`src/rp_defs.svh`:
```
// shared widths, address map and register offsets
// for the analog instrument core
`ifndef RP_DEFS_SVH
`define RP_DEFS_SVH

// sample and pin widths
`define RP_ADC_W        14
`define RP_PIN_W        16

// system bus
`define RP_BUS_AW       32
`define RP_BUS_DW       32
`define RP_REGIONS      8
`define RP_REGION_LSB   20
`define RP_REGION_MSB   22

// housekeeping, region 0
`define RP_HK_ID        32'h5250_0001
`define RP_HK_ID_OFS    'h00
`define RP_HK_LED_OFS   'h04
`define RP_HK_LOOP_OFS  'h08
`define RP_HK_DACA_OFS  'h0C
`define RP_HK_DACB_OFS  'h10

// scope, region 1
`define RP_SC_CTRL_OFS  'h000
`define RP_SC_BUF_OFS   'h100   // one word per sample pair
`define RP_SC_DEPTH     16

`endif
```
`src/analog_pkg.sv`:
```
// analog side types, ADC/DAC samples, pin codes
// and the scope buffer index
`default_nettype none

`include "rp_defs.svh"

package analog_pkg;

  // two's complement sample, used inside the fabric
  typedef logic signed [`RP_ADC_W-1:0] sample_t;

  // unsigned negative-slope code, as on the converter pins
  typedef logic [`RP_ADC_W-1:0] pin_code_t;

  // scope write / read pointer
  typedef logic [$clog2(`RP_SC_DEPTH)-1:0] sc_idx_t;

endpackage

`default_nettype wire

```
`src/bus_pkg.sv`:
```
// system bus types, address and data words,
// byte select and region index
`default_nettype none

`include "rp_defs.svh"

package bus_pkg;

  // full 32-bit address as seen by the master
  typedef logic [`RP_BUS_AW-1:0] bus_addr_t;

  typedef logic [`RP_BUS_DW-1:0] bus_data_t;   // read / write word

  // one bit per byte lane
  typedef logic [`RP_BUS_DW/8-1:0] bus_sel_t;

  // region = addr[22:20]
  typedef logic [`RP_REGION_MSB-`RP_REGION_LSB:0] region_t;

endpackage

`default_nettype wire

```
`src/analog_top.sv`:
```
// analog instrument top, bus decoder, housekeeping,
// ADC/DAC stages and scope capture
`timescale 1ns/1ps
`default_nettype none

`include "rp_defs.svh"

module analog_top (
  input  logic                  adc_clk,
  input  logic                  arst_n_i,
  input  logic [`RP_PIN_W-1:0]  adc_dat_a_i,   // ADC ch a
  input  logic [`RP_PIN_W-1:0]  adc_dat_b_i,   // ADC ch b
  input  logic                  trig_ext_i,
  input  bus_pkg::bus_addr_t    sys_addr_i,
  input  bus_pkg::bus_data_t    sys_wdata_i,
  input  bus_pkg::bus_sel_t     sys_sel_i,
  input  logic                  sys_wen_i,
  input  logic                  sys_ren_i,
  output bus_pkg::bus_data_t    sys_rdata_o,
  output logic                  sys_ack_o,
  output logic                  sys_err_o,
  output analog_pkg::pin_code_t dac_a_o,
  output analog_pkg::pin_code_t dac_b_o,
  output logic                  dac_rst_o,
  output logic [7:0]            led_o
);

  import bus_pkg::*;
  import analog_pkg::*;

  logic      wen_hk, ren_hk, ack_hk;
  logic      wen_sc, ren_sc, ack_sc;
  bus_data_t rdata_hk;
  bus_data_t rdata_sc;
  logic      loop_en;
  sample_t   dac_lvl_a, dac_lvl_b;   // housekeeping levels
  sample_t   adc_a, adc_b;           // converted samples

  ////////////////////////////////////////
  // bus
  ////////////////////////////////////////

  sys_bus_decoder dec_i (
    .sys_addr_i (sys_addr_i),
    .sys_wen_i  (sys_wen_i),
    .sys_ren_i  (sys_ren_i),
    .rdata_hk_i (rdata_hk),
    .rdata_sc_i (rdata_sc),
    .ack_hk_i   (ack_hk),
    .ack_sc_i   (ack_sc),
    .wen_hk_o   (wen_hk),
    .ren_hk_o   (ren_hk),
    .wen_sc_o   (wen_sc),
    .ren_sc_o   (ren_sc),
    .sys_rdata_o(sys_rdata_o),
    .sys_ack_o  (sys_ack_o),
    .sys_err_o  (sys_err_o)
  );

  hk_regs hk_i (
    .adc_clk    (adc_clk),
    .arst_n_i   (arst_n_i),
    .addr_i     (sys_addr_i[`RP_REGION_LSB-1:0]),
    .wdata_i    (sys_wdata_i),
    .sel_i      (sys_sel_i),
    .wen_i      (wen_hk),
    .ren_i      (ren_hk),
    .rdata_o    (rdata_hk),
    .ack_o      (ack_hk),
    .led_o      (led_o),
    .loop_en_o  (loop_en),
    .dac_lvl_a_o(dac_lvl_a),
    .dac_lvl_b_o(dac_lvl_b)
  );

  ////////////////////////////////////////
  // analog path
  ////////////////////////////////////////

  adc_frontend adc_i (
    .adc_clk    (adc_clk),
    .arst_n_i   (arst_n_i),
    .adc_dat_a_i(adc_dat_a_i),
    .adc_dat_b_i(adc_dat_b_i),
    .loop_en_i  (loop_en),
    .dac_lvl_a_i(dac_lvl_a),
    .dac_lvl_b_i(dac_lvl_b),
    .adc_a_o    (adc_a),
    .adc_b_o    (adc_b)
  );

  dac_backend dac_i (
    .adc_clk    (adc_clk),
    .arst_n_i   (arst_n_i),
    .dac_lvl_a_i(dac_lvl_a),
    .dac_lvl_b_i(dac_lvl_b),
    .dac_a_o    (dac_a_o),
    .dac_b_o    (dac_b_o),
    .dac_rst_o  (dac_rst_o)
  );

  scope_capture scope_i (
    .adc_clk   (adc_clk),
    .arst_n_i  (arst_n_i),
    .adc_a_i   (adc_a),
    .adc_b_i   (adc_b),
    .trig_ext_i(trig_ext_i),
    .addr_i    (sys_addr_i[`RP_REGION_LSB-1:0]),
    .wdata_i   (sys_wdata_i),
    .wen_i     (wen_sc),
    .ren_i     (ren_sc),
    .rdata_o   (rdata_sc),
    .ack_o     (ack_sc)
  );

endmodule

`default_nettype wire

```
`src/scope_capture.sv`:
```
// scope capture, arm / trigger control and a sample-pair
// buffer of RP_SC_DEPTH words readable over the bus
`timescale 1ns/1ps
`default_nettype none

`include "rp_defs.svh"

module scope_capture (
  input  logic                      adc_clk,
  input  logic                      arst_n_i,
  input  analog_pkg::sample_t       adc_a_i,
  input  analog_pkg::sample_t       adc_b_i,
  input  logic                      trig_ext_i,
  input  logic [`RP_REGION_LSB-1:0] addr_i,
  input  bus_pkg::bus_data_t        wdata_i,
  input  logic                      wen_i,
  input  logic                      ren_i,
  output bus_pkg::bus_data_t        rdata_o,
  output logic                      ack_o
);

  import bus_pkg::*;
  import analog_pkg::*;

  localparam int BUF_SPAN = 4 * `RP_SC_DEPTH;   // bytes

  logic      armed;
  logic      capturing;
  logic      done;
  logic      trig_ext_q;
  sc_idx_t   wr_ptr;
  bus_data_t buf_mem [`RP_SC_DEPTH];
  logic      ctrl_wr;
  logic      sw_trig;
  logic      ext_rise;
  logic      trig;
  logic      buf_hit;
  bus_data_t rd_mux;

  ////////////////////////////////////////
  // trigger logic
  ////////////////////////////////////////

  assign ctrl_wr  = wen_i && (addr_i == `RP_SC_CTRL_OFS);
  assign sw_trig  = ctrl_wr && wdata_i[1] && (wdata_i[0] || armed);   // only with arm
  assign ext_rise = trig_ext_i && !trig_ext_q;
  assign trig     = (sw_trig || (ext_rise && armed)) && !capturing;  // no retrigger

  always_ff @(posedge adc_clk or negedge arst_n_i)
  begin
    if (!arst_n_i)
    begin
      armed      <= 1'b0;
      capturing  <= 1'b0;
      done       <= 1'b0;
      trig_ext_q <= 1'b0;
      wr_ptr     <= '0;
      ack_o      <= 1'b0;
    end
    else
    begin
      trig_ext_q <= trig_ext_i;
      ack_o      <= wen_i | ren_i;
      if (ctrl_wr && wdata_i[0])
      begin
        armed <= 1'b1;
        done  <= 1'b0;
      end
      if (trig)
      begin
        capturing <= 1'b1;   // first sample stored next cycle
        wr_ptr    <= '0;
      end
      else if (capturing)
      begin
        wr_ptr <= wr_ptr + 1'b1;
        if (wr_ptr == sc_idx_t'(`RP_SC_DEPTH - 1))
        begin
          capturing <= 1'b0;
          done      <= 1'b1;
          armed     <= 1'b0;
        end
      end
    end
  end

  // b in upper half, a in lower, both sign-extended
  always_ff @(posedge adc_clk)
  begin
    if (capturing)
      buf_mem[wr_ptr] <= {16'(adc_b_i), 16'(adc_a_i)};
  end

  ////////////////////////////////////////
  // bus read side
  ////////////////////////////////////////

  assign buf_hit = (addr_i >= `RP_SC_BUF_OFS) && (addr_i < `RP_SC_BUF_OFS + BUF_SPAN);

  always_comb
  begin
    rd_mux = '0;
    if (addr_i == `RP_SC_CTRL_OFS)
      rd_mux = {29'h0, done, capturing, armed};
    else if (buf_hit)
      rd_mux = buf_mem[addr_i[2 +: $bits(sc_idx_t)]];   // word index
  end

  always_ff @(posedge adc_clk)
  begin
    if (ren_i)
      rdata_o <= rd_mux;
  end

endmodule

`default_nettype wire

```
`src/dac_backend.sv`:
```
// DAC output stage, two's complement to pin code
// in output registers, plus the DAC reset line
`timescale 1ns/1ps
`default_nettype none

`include "rp_defs.svh"

module dac_backend (
  input  logic                  adc_clk,
  input  logic                  arst_n_i,
  input  analog_pkg::sample_t   dac_lvl_a_i,
  input  analog_pkg::sample_t   dac_lvl_b_i,
  output analog_pkg::pin_code_t dac_a_o,
  output analog_pkg::pin_code_t dac_b_o,
  output logic                  dac_rst_o
);

  import analog_pkg::*;

  // same bit trick as the ADC side, other direction
  function automatic pin_code_t to_pin(sample_t s);
    return {s[`RP_ADC_W-1], ~s[`RP_ADC_W-2:0]};
  endfunction

  always_ff @(posedge adc_clk or negedge arst_n_i)
  begin
    if (!arst_n_i)
    begin
      dac_a_o   <= to_pin('0);   // mid scale, 0x1FFF
      dac_b_o   <= to_pin('0);
      dac_rst_o <= 1'b1;         // held through reset
    end
    else
    begin
      dac_a_o   <= to_pin(dac_lvl_a_i);
      dac_b_o   <= to_pin(dac_lvl_b_i);
      dac_rst_o <= 1'b0;         // drops on first edge after release
    end
  end

endmodule

`default_nettype wire

```
`src/adc_frontend.sv`:
```
// ADC input stage, pin register, negative-slope to
// two's complement conversion, digital loopback
`timescale 1ns/1ps
`default_nettype none

`include "rp_defs.svh"

module adc_frontend (
  input  logic                 adc_clk,
  input  logic                 arst_n_i,
  input  logic [`RP_PIN_W-1:0] adc_dat_a_i,
  input  logic [`RP_PIN_W-1:0] adc_dat_b_i,
  input  logic                 loop_en_i,
  input  analog_pkg::sample_t  dac_lvl_a_i,
  input  analog_pkg::sample_t  dac_lvl_b_i,
  output analog_pkg::sample_t  adc_a_o,
  output analog_pkg::sample_t  adc_b_o
);

  import analog_pkg::*;

  pin_code_t code_a;   // registered pin code
  pin_code_t code_b;
  sample_t   conv_a;
  sample_t   conv_b;

  // two lsbs of the 16-bit bus are reserved
  always_ff @(posedge adc_clk or negedge arst_n_i)
  begin
    if (!arst_n_i)
    begin
      code_a <= '0;
      code_b <= '0;
    end
    else
    begin
      code_a <= adc_dat_a_i[`RP_PIN_W-1:`RP_PIN_W-`RP_ADC_W];
      code_b <= adc_dat_b_i[`RP_PIN_W-1:`RP_PIN_W-`RP_ADC_W];
    end
  end

  // keep msb, invert the rest
  assign conv_a = {code_a[`RP_ADC_W-1], ~code_a[`RP_ADC_W-2:0]};
  assign conv_b = {code_b[`RP_ADC_W-1], ~code_b[`RP_ADC_W-2:0]};

  assign adc_a_o = loop_en_i ? dac_lvl_a_i : conv_a;   // loopback bypasses the pins
  assign adc_b_o = loop_en_i ? dac_lvl_b_i : conv_b;

endmodule

`default_nettype wire

```
`src/hk_regs.sv`:
```
// housekeeping registers, ID word, LEDs, loopback
// and the two DAC level registers
`timescale 1ns/1ps
`default_nettype none

`include "rp_defs.svh"

module hk_regs (
  input  logic                      adc_clk,
  input  logic                      arst_n_i,
  input  logic [`RP_REGION_LSB-1:0] addr_i,     // offset inside region
  input  bus_pkg::bus_data_t        wdata_i,
  input  bus_pkg::bus_sel_t         sel_i,
  input  logic                      wen_i,
  input  logic                      ren_i,
  output bus_pkg::bus_data_t        rdata_o,
  output logic                      ack_o,
  output logic [7:0]                led_o,
  output logic                      loop_en_o,
  output analog_pkg::sample_t       dac_lvl_a_o,
  output analog_pkg::sample_t       dac_lvl_b_o
);

  import bus_pkg::*;
  import analog_pkg::*;

  bus_data_t rd_mux;

  // byte-lane merge of a level register
  function automatic sample_t merge_lvl(sample_t cur, bus_data_t wd, bus_sel_t sel);
    sample_t nxt;
    nxt = cur;
    if (sel[0])
      nxt[7:0] = wd[7:0];
    if (sel[1])
      nxt[`RP_ADC_W-1:8] = wd[`RP_ADC_W-1:8];   // upper 6 bits only
    return nxt;
  endfunction

  always_ff @(posedge adc_clk or negedge arst_n_i)
  begin
    if (!arst_n_i)
    begin
      led_o       <= '0;
      loop_en_o   <= 1'b0;
      dac_lvl_a_o <= '0;
      dac_lvl_b_o <= '0;
      ack_o       <= 1'b0;
    end
    else
    begin
      ack_o <= wen_i | ren_i;   // every request acked next cycle
      if (wen_i)
      begin
        case (addr_i)
          `RP_HK_LED_OFS:  if (sel_i[0]) led_o <= wdata_i[7:0];
          `RP_HK_LOOP_OFS: if (sel_i[0]) loop_en_o <= wdata_i[0];
          `RP_HK_DACA_OFS: dac_lvl_a_o <= merge_lvl(dac_lvl_a_o, wdata_i, sel_i);
          `RP_HK_DACB_OFS: dac_lvl_b_o <= merge_lvl(dac_lvl_b_o, wdata_i, sel_i);
          default: ;   // ID and holes are read-only
        endcase
      end
    end
  end

  // read decode, levels sign-extended
  always_comb
  begin
    rd_mux = '0;
    case (addr_i)
      `RP_HK_ID_OFS:   rd_mux = `RP_HK_ID;
      `RP_HK_LED_OFS:  rd_mux = {24'h0, led_o};
      `RP_HK_LOOP_OFS: rd_mux = {31'h0, loop_en_o};
      `RP_HK_DACA_OFS: rd_mux = {{(`RP_BUS_DW-`RP_ADC_W){dac_lvl_a_o[`RP_ADC_W-1]}}, dac_lvl_a_o};
      `RP_HK_DACB_OFS: rd_mux = {{(`RP_BUS_DW-`RP_ADC_W){dac_lvl_b_o[`RP_ADC_W-1]}}, dac_lvl_b_o};
      default: ;
    endcase
  end

  always_ff @(posedge adc_clk)
  begin
    if (ren_i)
      rdata_o <= rd_mux;
  end

endmodule

`default_nettype wire

```
`src/sys_bus_decoder.sv`:
```
// system bus decoder, 8 regions on addr[22:20]
// routes strobes out and the selected answer back
`timescale 1ns/1ps
`default_nettype none

`include "rp_defs.svh"

module sys_bus_decoder (
  input  bus_pkg::bus_addr_t sys_addr_i,
  input  logic               sys_wen_i,
  input  logic               sys_ren_i,
  input  bus_pkg::bus_data_t rdata_hk_i,
  input  bus_pkg::bus_data_t rdata_sc_i,
  input  logic               ack_hk_i,
  input  logic               ack_sc_i,
  output logic               wen_hk_o,
  output logic               ren_hk_o,
  output logic               wen_sc_o,
  output logic               ren_sc_o,
  output bus_pkg::bus_data_t sys_rdata_o,
  output logic               sys_ack_o,
  output logic               sys_err_o
);

  import bus_pkg::*;

  region_t                region;
  logic [`RP_REGIONS-1:0] cs;       // one-hot chip select
  logic                   req;

  assign region = sys_addr_i[`RP_REGION_MSB:`RP_REGION_LSB];
  assign cs     = {{(`RP_REGIONS-1){1'b0}}, 1'b1} << region;
  assign req    = sys_wen_i | sys_ren_i;

  // strobes only reach the addressed slave
  assign wen_hk_o = sys_wen_i & cs[0];
  assign ren_hk_o = sys_ren_i & cs[0];
  assign wen_sc_o = sys_wen_i & cs[1];
  assign ren_sc_o = sys_ren_i & cs[1];

  ////////////////////////////////////////
  // response mux
  ////////////////////////////////////////

  always_comb
  begin
    sys_rdata_o = '0;
    sys_ack_o   = 1'b0;
    if (cs[0])
    begin
      sys_rdata_o = rdata_hk_i;
      sys_ack_o   = ack_hk_i;
    end
    else if (cs[1])
    begin
      sys_rdata_o = rdata_sc_i;
      sys_ack_o   = ack_sc_i;
    end
    else
    begin
      sys_ack_o = req & (|cs[`RP_REGIONS-1:2]);   // empty regions, ack at once
    end
  end

  assign sys_err_o = 1'b0;   // no slave reports errors

endmodule

`default_nettype wire

```
`config.mk`:
```
export PLATFORM = sky130hd
export DESIGN_NAME = analog_top
export DESIGN_NICKNAME = d
export VERILOG_FILES = /design/src/analog_pkg.sv /design/src/bus_pkg.sv /design/src/analog_top.sv /design/src/scope_capture.sv /design/src/dac_backend.sv /design/src/adc_frontend.sv /design/src/hk_regs.sv /design/src/sys_bus_decoder.sv
export VERILOG_INCLUDE_DIRS = /design/src
export SDC_FILE = /design/constraint.sdc
export NUM_CORES = 1
export LEC_CHECK = 0
export BUFFER_PORTS_ARGS = -buffer_cell sky130_fd_sc_hd__buf_2
export CORE_ASPECT_RATIO = 0.75
export CORE_MARGIN = 4
export CORE_UTILIZATION = 40
export CTS_BUF_LIST = sky130_fd_sc_hd__clkbuf_2 sky130_fd_sc_hd__clkbuf_4 sky130_fd_sc_hd__clkbuf_8
export DETAILED_ROUTE_END_ITERATION = 16
export PLACE_DENSITY = 0.71
export SLEW_MARGIN = 15
export SYNTH_ARGS = -nofsm -noshare
export SYNTH_HDL_FRONTEND = slang
export SYNTH_SLANG_ARGS = --single-unit
```
`constraint.sdc`:
```
create_clock -name adc_clk -period 2.25 [get_ports adc_clk]
set_input_delay 0.3375 -clock adc_clk [delete_from_list [all_inputs] [get_ports adc_clk]]
set_output_delay 0.3375 -clock adc_clk [all_outputs]
set_load 0.01 [all_outputs]
```
==> impl_results.md <==
* Status: completed
* IO Port Bufs at 141
* Tmin final at 2170 ps
* # diodes at 0
* Syn Inst Count at 1171
* Predominant post-synthesis flop cell: edfxtp_1
* Clk root buf: clkbuf_8
* First-pass iteration count of the detailed router at 5
* RSZ-0062 raised after global routing: no
* Final nets at 1597
* Seq/Total Area, Yosys at 75.3%
* Congestion Overflow GR at 0
* Floorplan row count at 75
* Clk_skew at 29.4 ps
* Core ar. at 0.0565 mm²
* Worst slack, placed at -73.4 ps
* Setup-failing EPs final at 0
* First-pass GRT wire length at 85000 µm
* Sw frac at 25.1%
* Die height at 216 µm
* Class of the worst hold path: in -> reg
* Avg Inst Size Synth at 19.7 µm²
* CP required at 1910 ps
* Top cells by area, synth: edfxtp_1, mux4_2, dfrtp_1
* Non-Filler Instances at 2325
* CP Class: reg -> out
* Setup ws final at 75.3 ps
* Synthesized area at 0.0231 mm²
* Area growth syn-to-layout at 21.6%
* Layout cells sized above 1 at 39.3%
* P_int at 19.4 mW
* Post-Route WL at 58500 µm
* Arr. time, crit path at 1840 ps
* Max Buffers Root-to-Sink at 3
* CTS sink cnt at 595
* CTS Buf Count at 84
* Antenna viol nets, final at 0
* Via count at 12600
* Post-Place Cells at 2129
* Post-CTS Setup Inserts at 0
* Global Route Usage Sum at 18.9%
* Leak pwr at 9.88 nW
* Clock share of power at 33.2%
* Yosys cell types at 50
* Final hold violation count at 0
* Critical path startpoint category: register
* Register area at 0.0174 mm²
* Initial Util at 40.8%
* CP max stage cell: edfxtp_1
* Largest net degree at the start of global routing at 70
* Clock transition at path regs at 70 ps
* Area share of the largest cell type after synthesis at 63.9%
* Peak supply drop at 554 µV
* Io pins at 176
* Max-slew violations at 0
* Combinational power share at 13.4%
* Fmax at 0.460 GHz
* Rel. slew slack at 29.1%
* Commonest non-fill, non-tap cell in the layout: edfxtp_1
* Post-DR vias/cell at 5.44
* Most frequent cells in the layout: edfxtp_1, buf_2, mux4_2
* Max-cap violations at 0
* CP Max Fanout at 9
* PostCTS Resize Cnt at 0
* H-tree levels at 3
* Reg power frac at 53.4%
* NetSw at 6.48 mW
* Async S/R FF share, synth at 17.5%
* Yosys top cell by area: edfxtp_1
* Detailed router's first-iteration violation count at 1480
* Filler instances at 4594
* Initial antenna violation count at 0
* Vias in the first global route at 12800
* Drt wl/cell at 25.1 µm
* Die width at 285 µm
* CTS tree: done
* Area of the multi-input gates at 0.00544 mm²
* Power Density at 922 mW/mm²
* Worst Tran Pin Value at 1030 ps
* Routability congestion estimate at 0.837
* Total Power at 25.9 mW
* Max incr delay on CP at 360 ps
* Setup crit end kind: output port
* Worst skew pair latency at 660 ps
* DP HPWL at 35900 µm
* EDFF count, synth at 491
* Cells along the critical path: nand2b_1 -> buf_4 -> a21oi_1 -> buf_2
* Fin crit share at 96.7%
* Synth Register Bits at 595
* DRC at 0
* Die area at 0.0616 mm²
* Yosys warns at 0
==> layout make-up <==
type                    count  area share, %
flip-flops and latches    595           62.0
clock buffers             129           5.61
inverters                  34          0.455
well taps                 770           3.43
multi-input cells         475           19.4
clock inverters            24          0.517
repair buffers            298           8.66
==> Yosys cell counts, types with 2 or more instances <==
cell type and n:
edfxtp_1 491, mux4_2 115, dfrtp_1 77, mux2i_1 57, a211oi_1 52, nand2_1 42
mux2_2 39, clkbuf_1 36, inv_1 33, nor2_1 33, dfstp_2 27, and2_1 24
buf_2 19, a21oi_1 18, o21ai_0 14, a22o_1 11, nand2b_1 10, buf_1 9
o2bb2ai_1 7, nand3_1 6, nor3_1 6, buf_4 4, ha_1 4, nor2b_1 3
nor3_2 3, nor4_4 3, a21o_1 2, a221o_1 2, nor3b_1 2, nor4bb_1 2
==> cell families after synthesis <==
group,Yosys count,share of synthesized area (%)
AO/OA/AOI/OAI,110,3.36
other,1,0.0163
buffers and inverters,102,1.83
XOR/XNOR,1,0.0380
adder cells (fa/ha/maj),4,0.217
multiplexers,212,15.6
AND/OR/NAND/NOR,146,3.57
flip-flops,595,75.3
==> per-stage QoR <==
step	hold slack (ps)	area, µm²	utilization, %	TNS [ps]
6_report	49.1	28100	49.7	0
5_1_grt	16.3	28100	49.7	0
4_1_cts	2.01	28000	49.7	0
3_5_place_dp	385	25900	45.8	-353
3_3_place_gp	378	25900	45.8	-785
2_1_floorplan	41.9	23100	-	-36790
==> final timing paths <==
check                                                      from                               end  slack (ps)  cells past startpoint
worst max-delay path                 hk_i.rdata_o[29]$_DFFE_PP_                   sys_rdata_o[14]          80                      4
worst min-delay path                             sys_wdata_i[0]   hk_i.dac_lvl_b_o[0]$_DFFE_PN0P_          50                      2
worst max register to register       hk_i.loop_en_o$_DFFE_PN0P_  scope_i.buf_mem[0][22]$_DFFE_PP_         210                      2
worst min register to register  hk_i.dac_lvl_a_o[5]$_DFFE_PN0P_        dac_i.dac_a_o[5]$_DFF_PN1_         440                      1
max in group asynchronous                              arst_n_i       dac_i.dac_b_o[12]$_DFF_PN1_        1570                      3
min in group asynchronous                              arst_n_i     scope_i.wr_ptr[1]$_DFFE_PN0P_         240                      3
==> state kept, by name, summed over array words and instances, names as in the netlist, 4 cells and up <==
register and flops:
adc_i.code_a 14, adc_i.code_b 14, dac_i.dac_a_o 14, dac_i.dac_b_o 14
hk_i.dac_lvl_a_o 14, hk_i.dac_lvl_b_o 14, hk_i.led_o 8, hk_i.rdata_o 15
scope_i.buf_mem 448, scope_i.rdata_o 28, scope_i.wr_ptr 4
==> repair_timing <==
action	in CTS	in global routing
hold buffers	43	0
endpoints found under the setup margin	0	0
endpoints found under the hold margin	143	0
==> per-layer routing <==
metal	wire [µm]	vias up	GRT usage, %
met5	0	-	0
met4	1250	0	4.76
met3	6580	107	6.19
met2	26900	669	28.5
met1	23700	6558	26.7
li1	-	5308	-
==> power by group through the flow <==
stage / Combinational (mW) / Clock, mW / Sequential [mW]
floorplan: 1.77 / 0 / 13.9
global placement: 3.35 / 0 / 13.9
detailed placement: 3.44 / 0 / 14.0
CTS: 3.50 / 8.74 / 13.8
global route: 3.69 / 9.32 / 13.9
finish: 3.46 / 8.59 / 13.8
==> worst max-delay path, delay by kind of cell (launching register included) <==
family	cells	cell delay, ps
and+or+nand+nor	1	190
AOI/OAI and AO/OA	1	210
DFF	1	360
buffers and inverters	2	420
No activity file was read; power rests on OpenSTA's default activity.
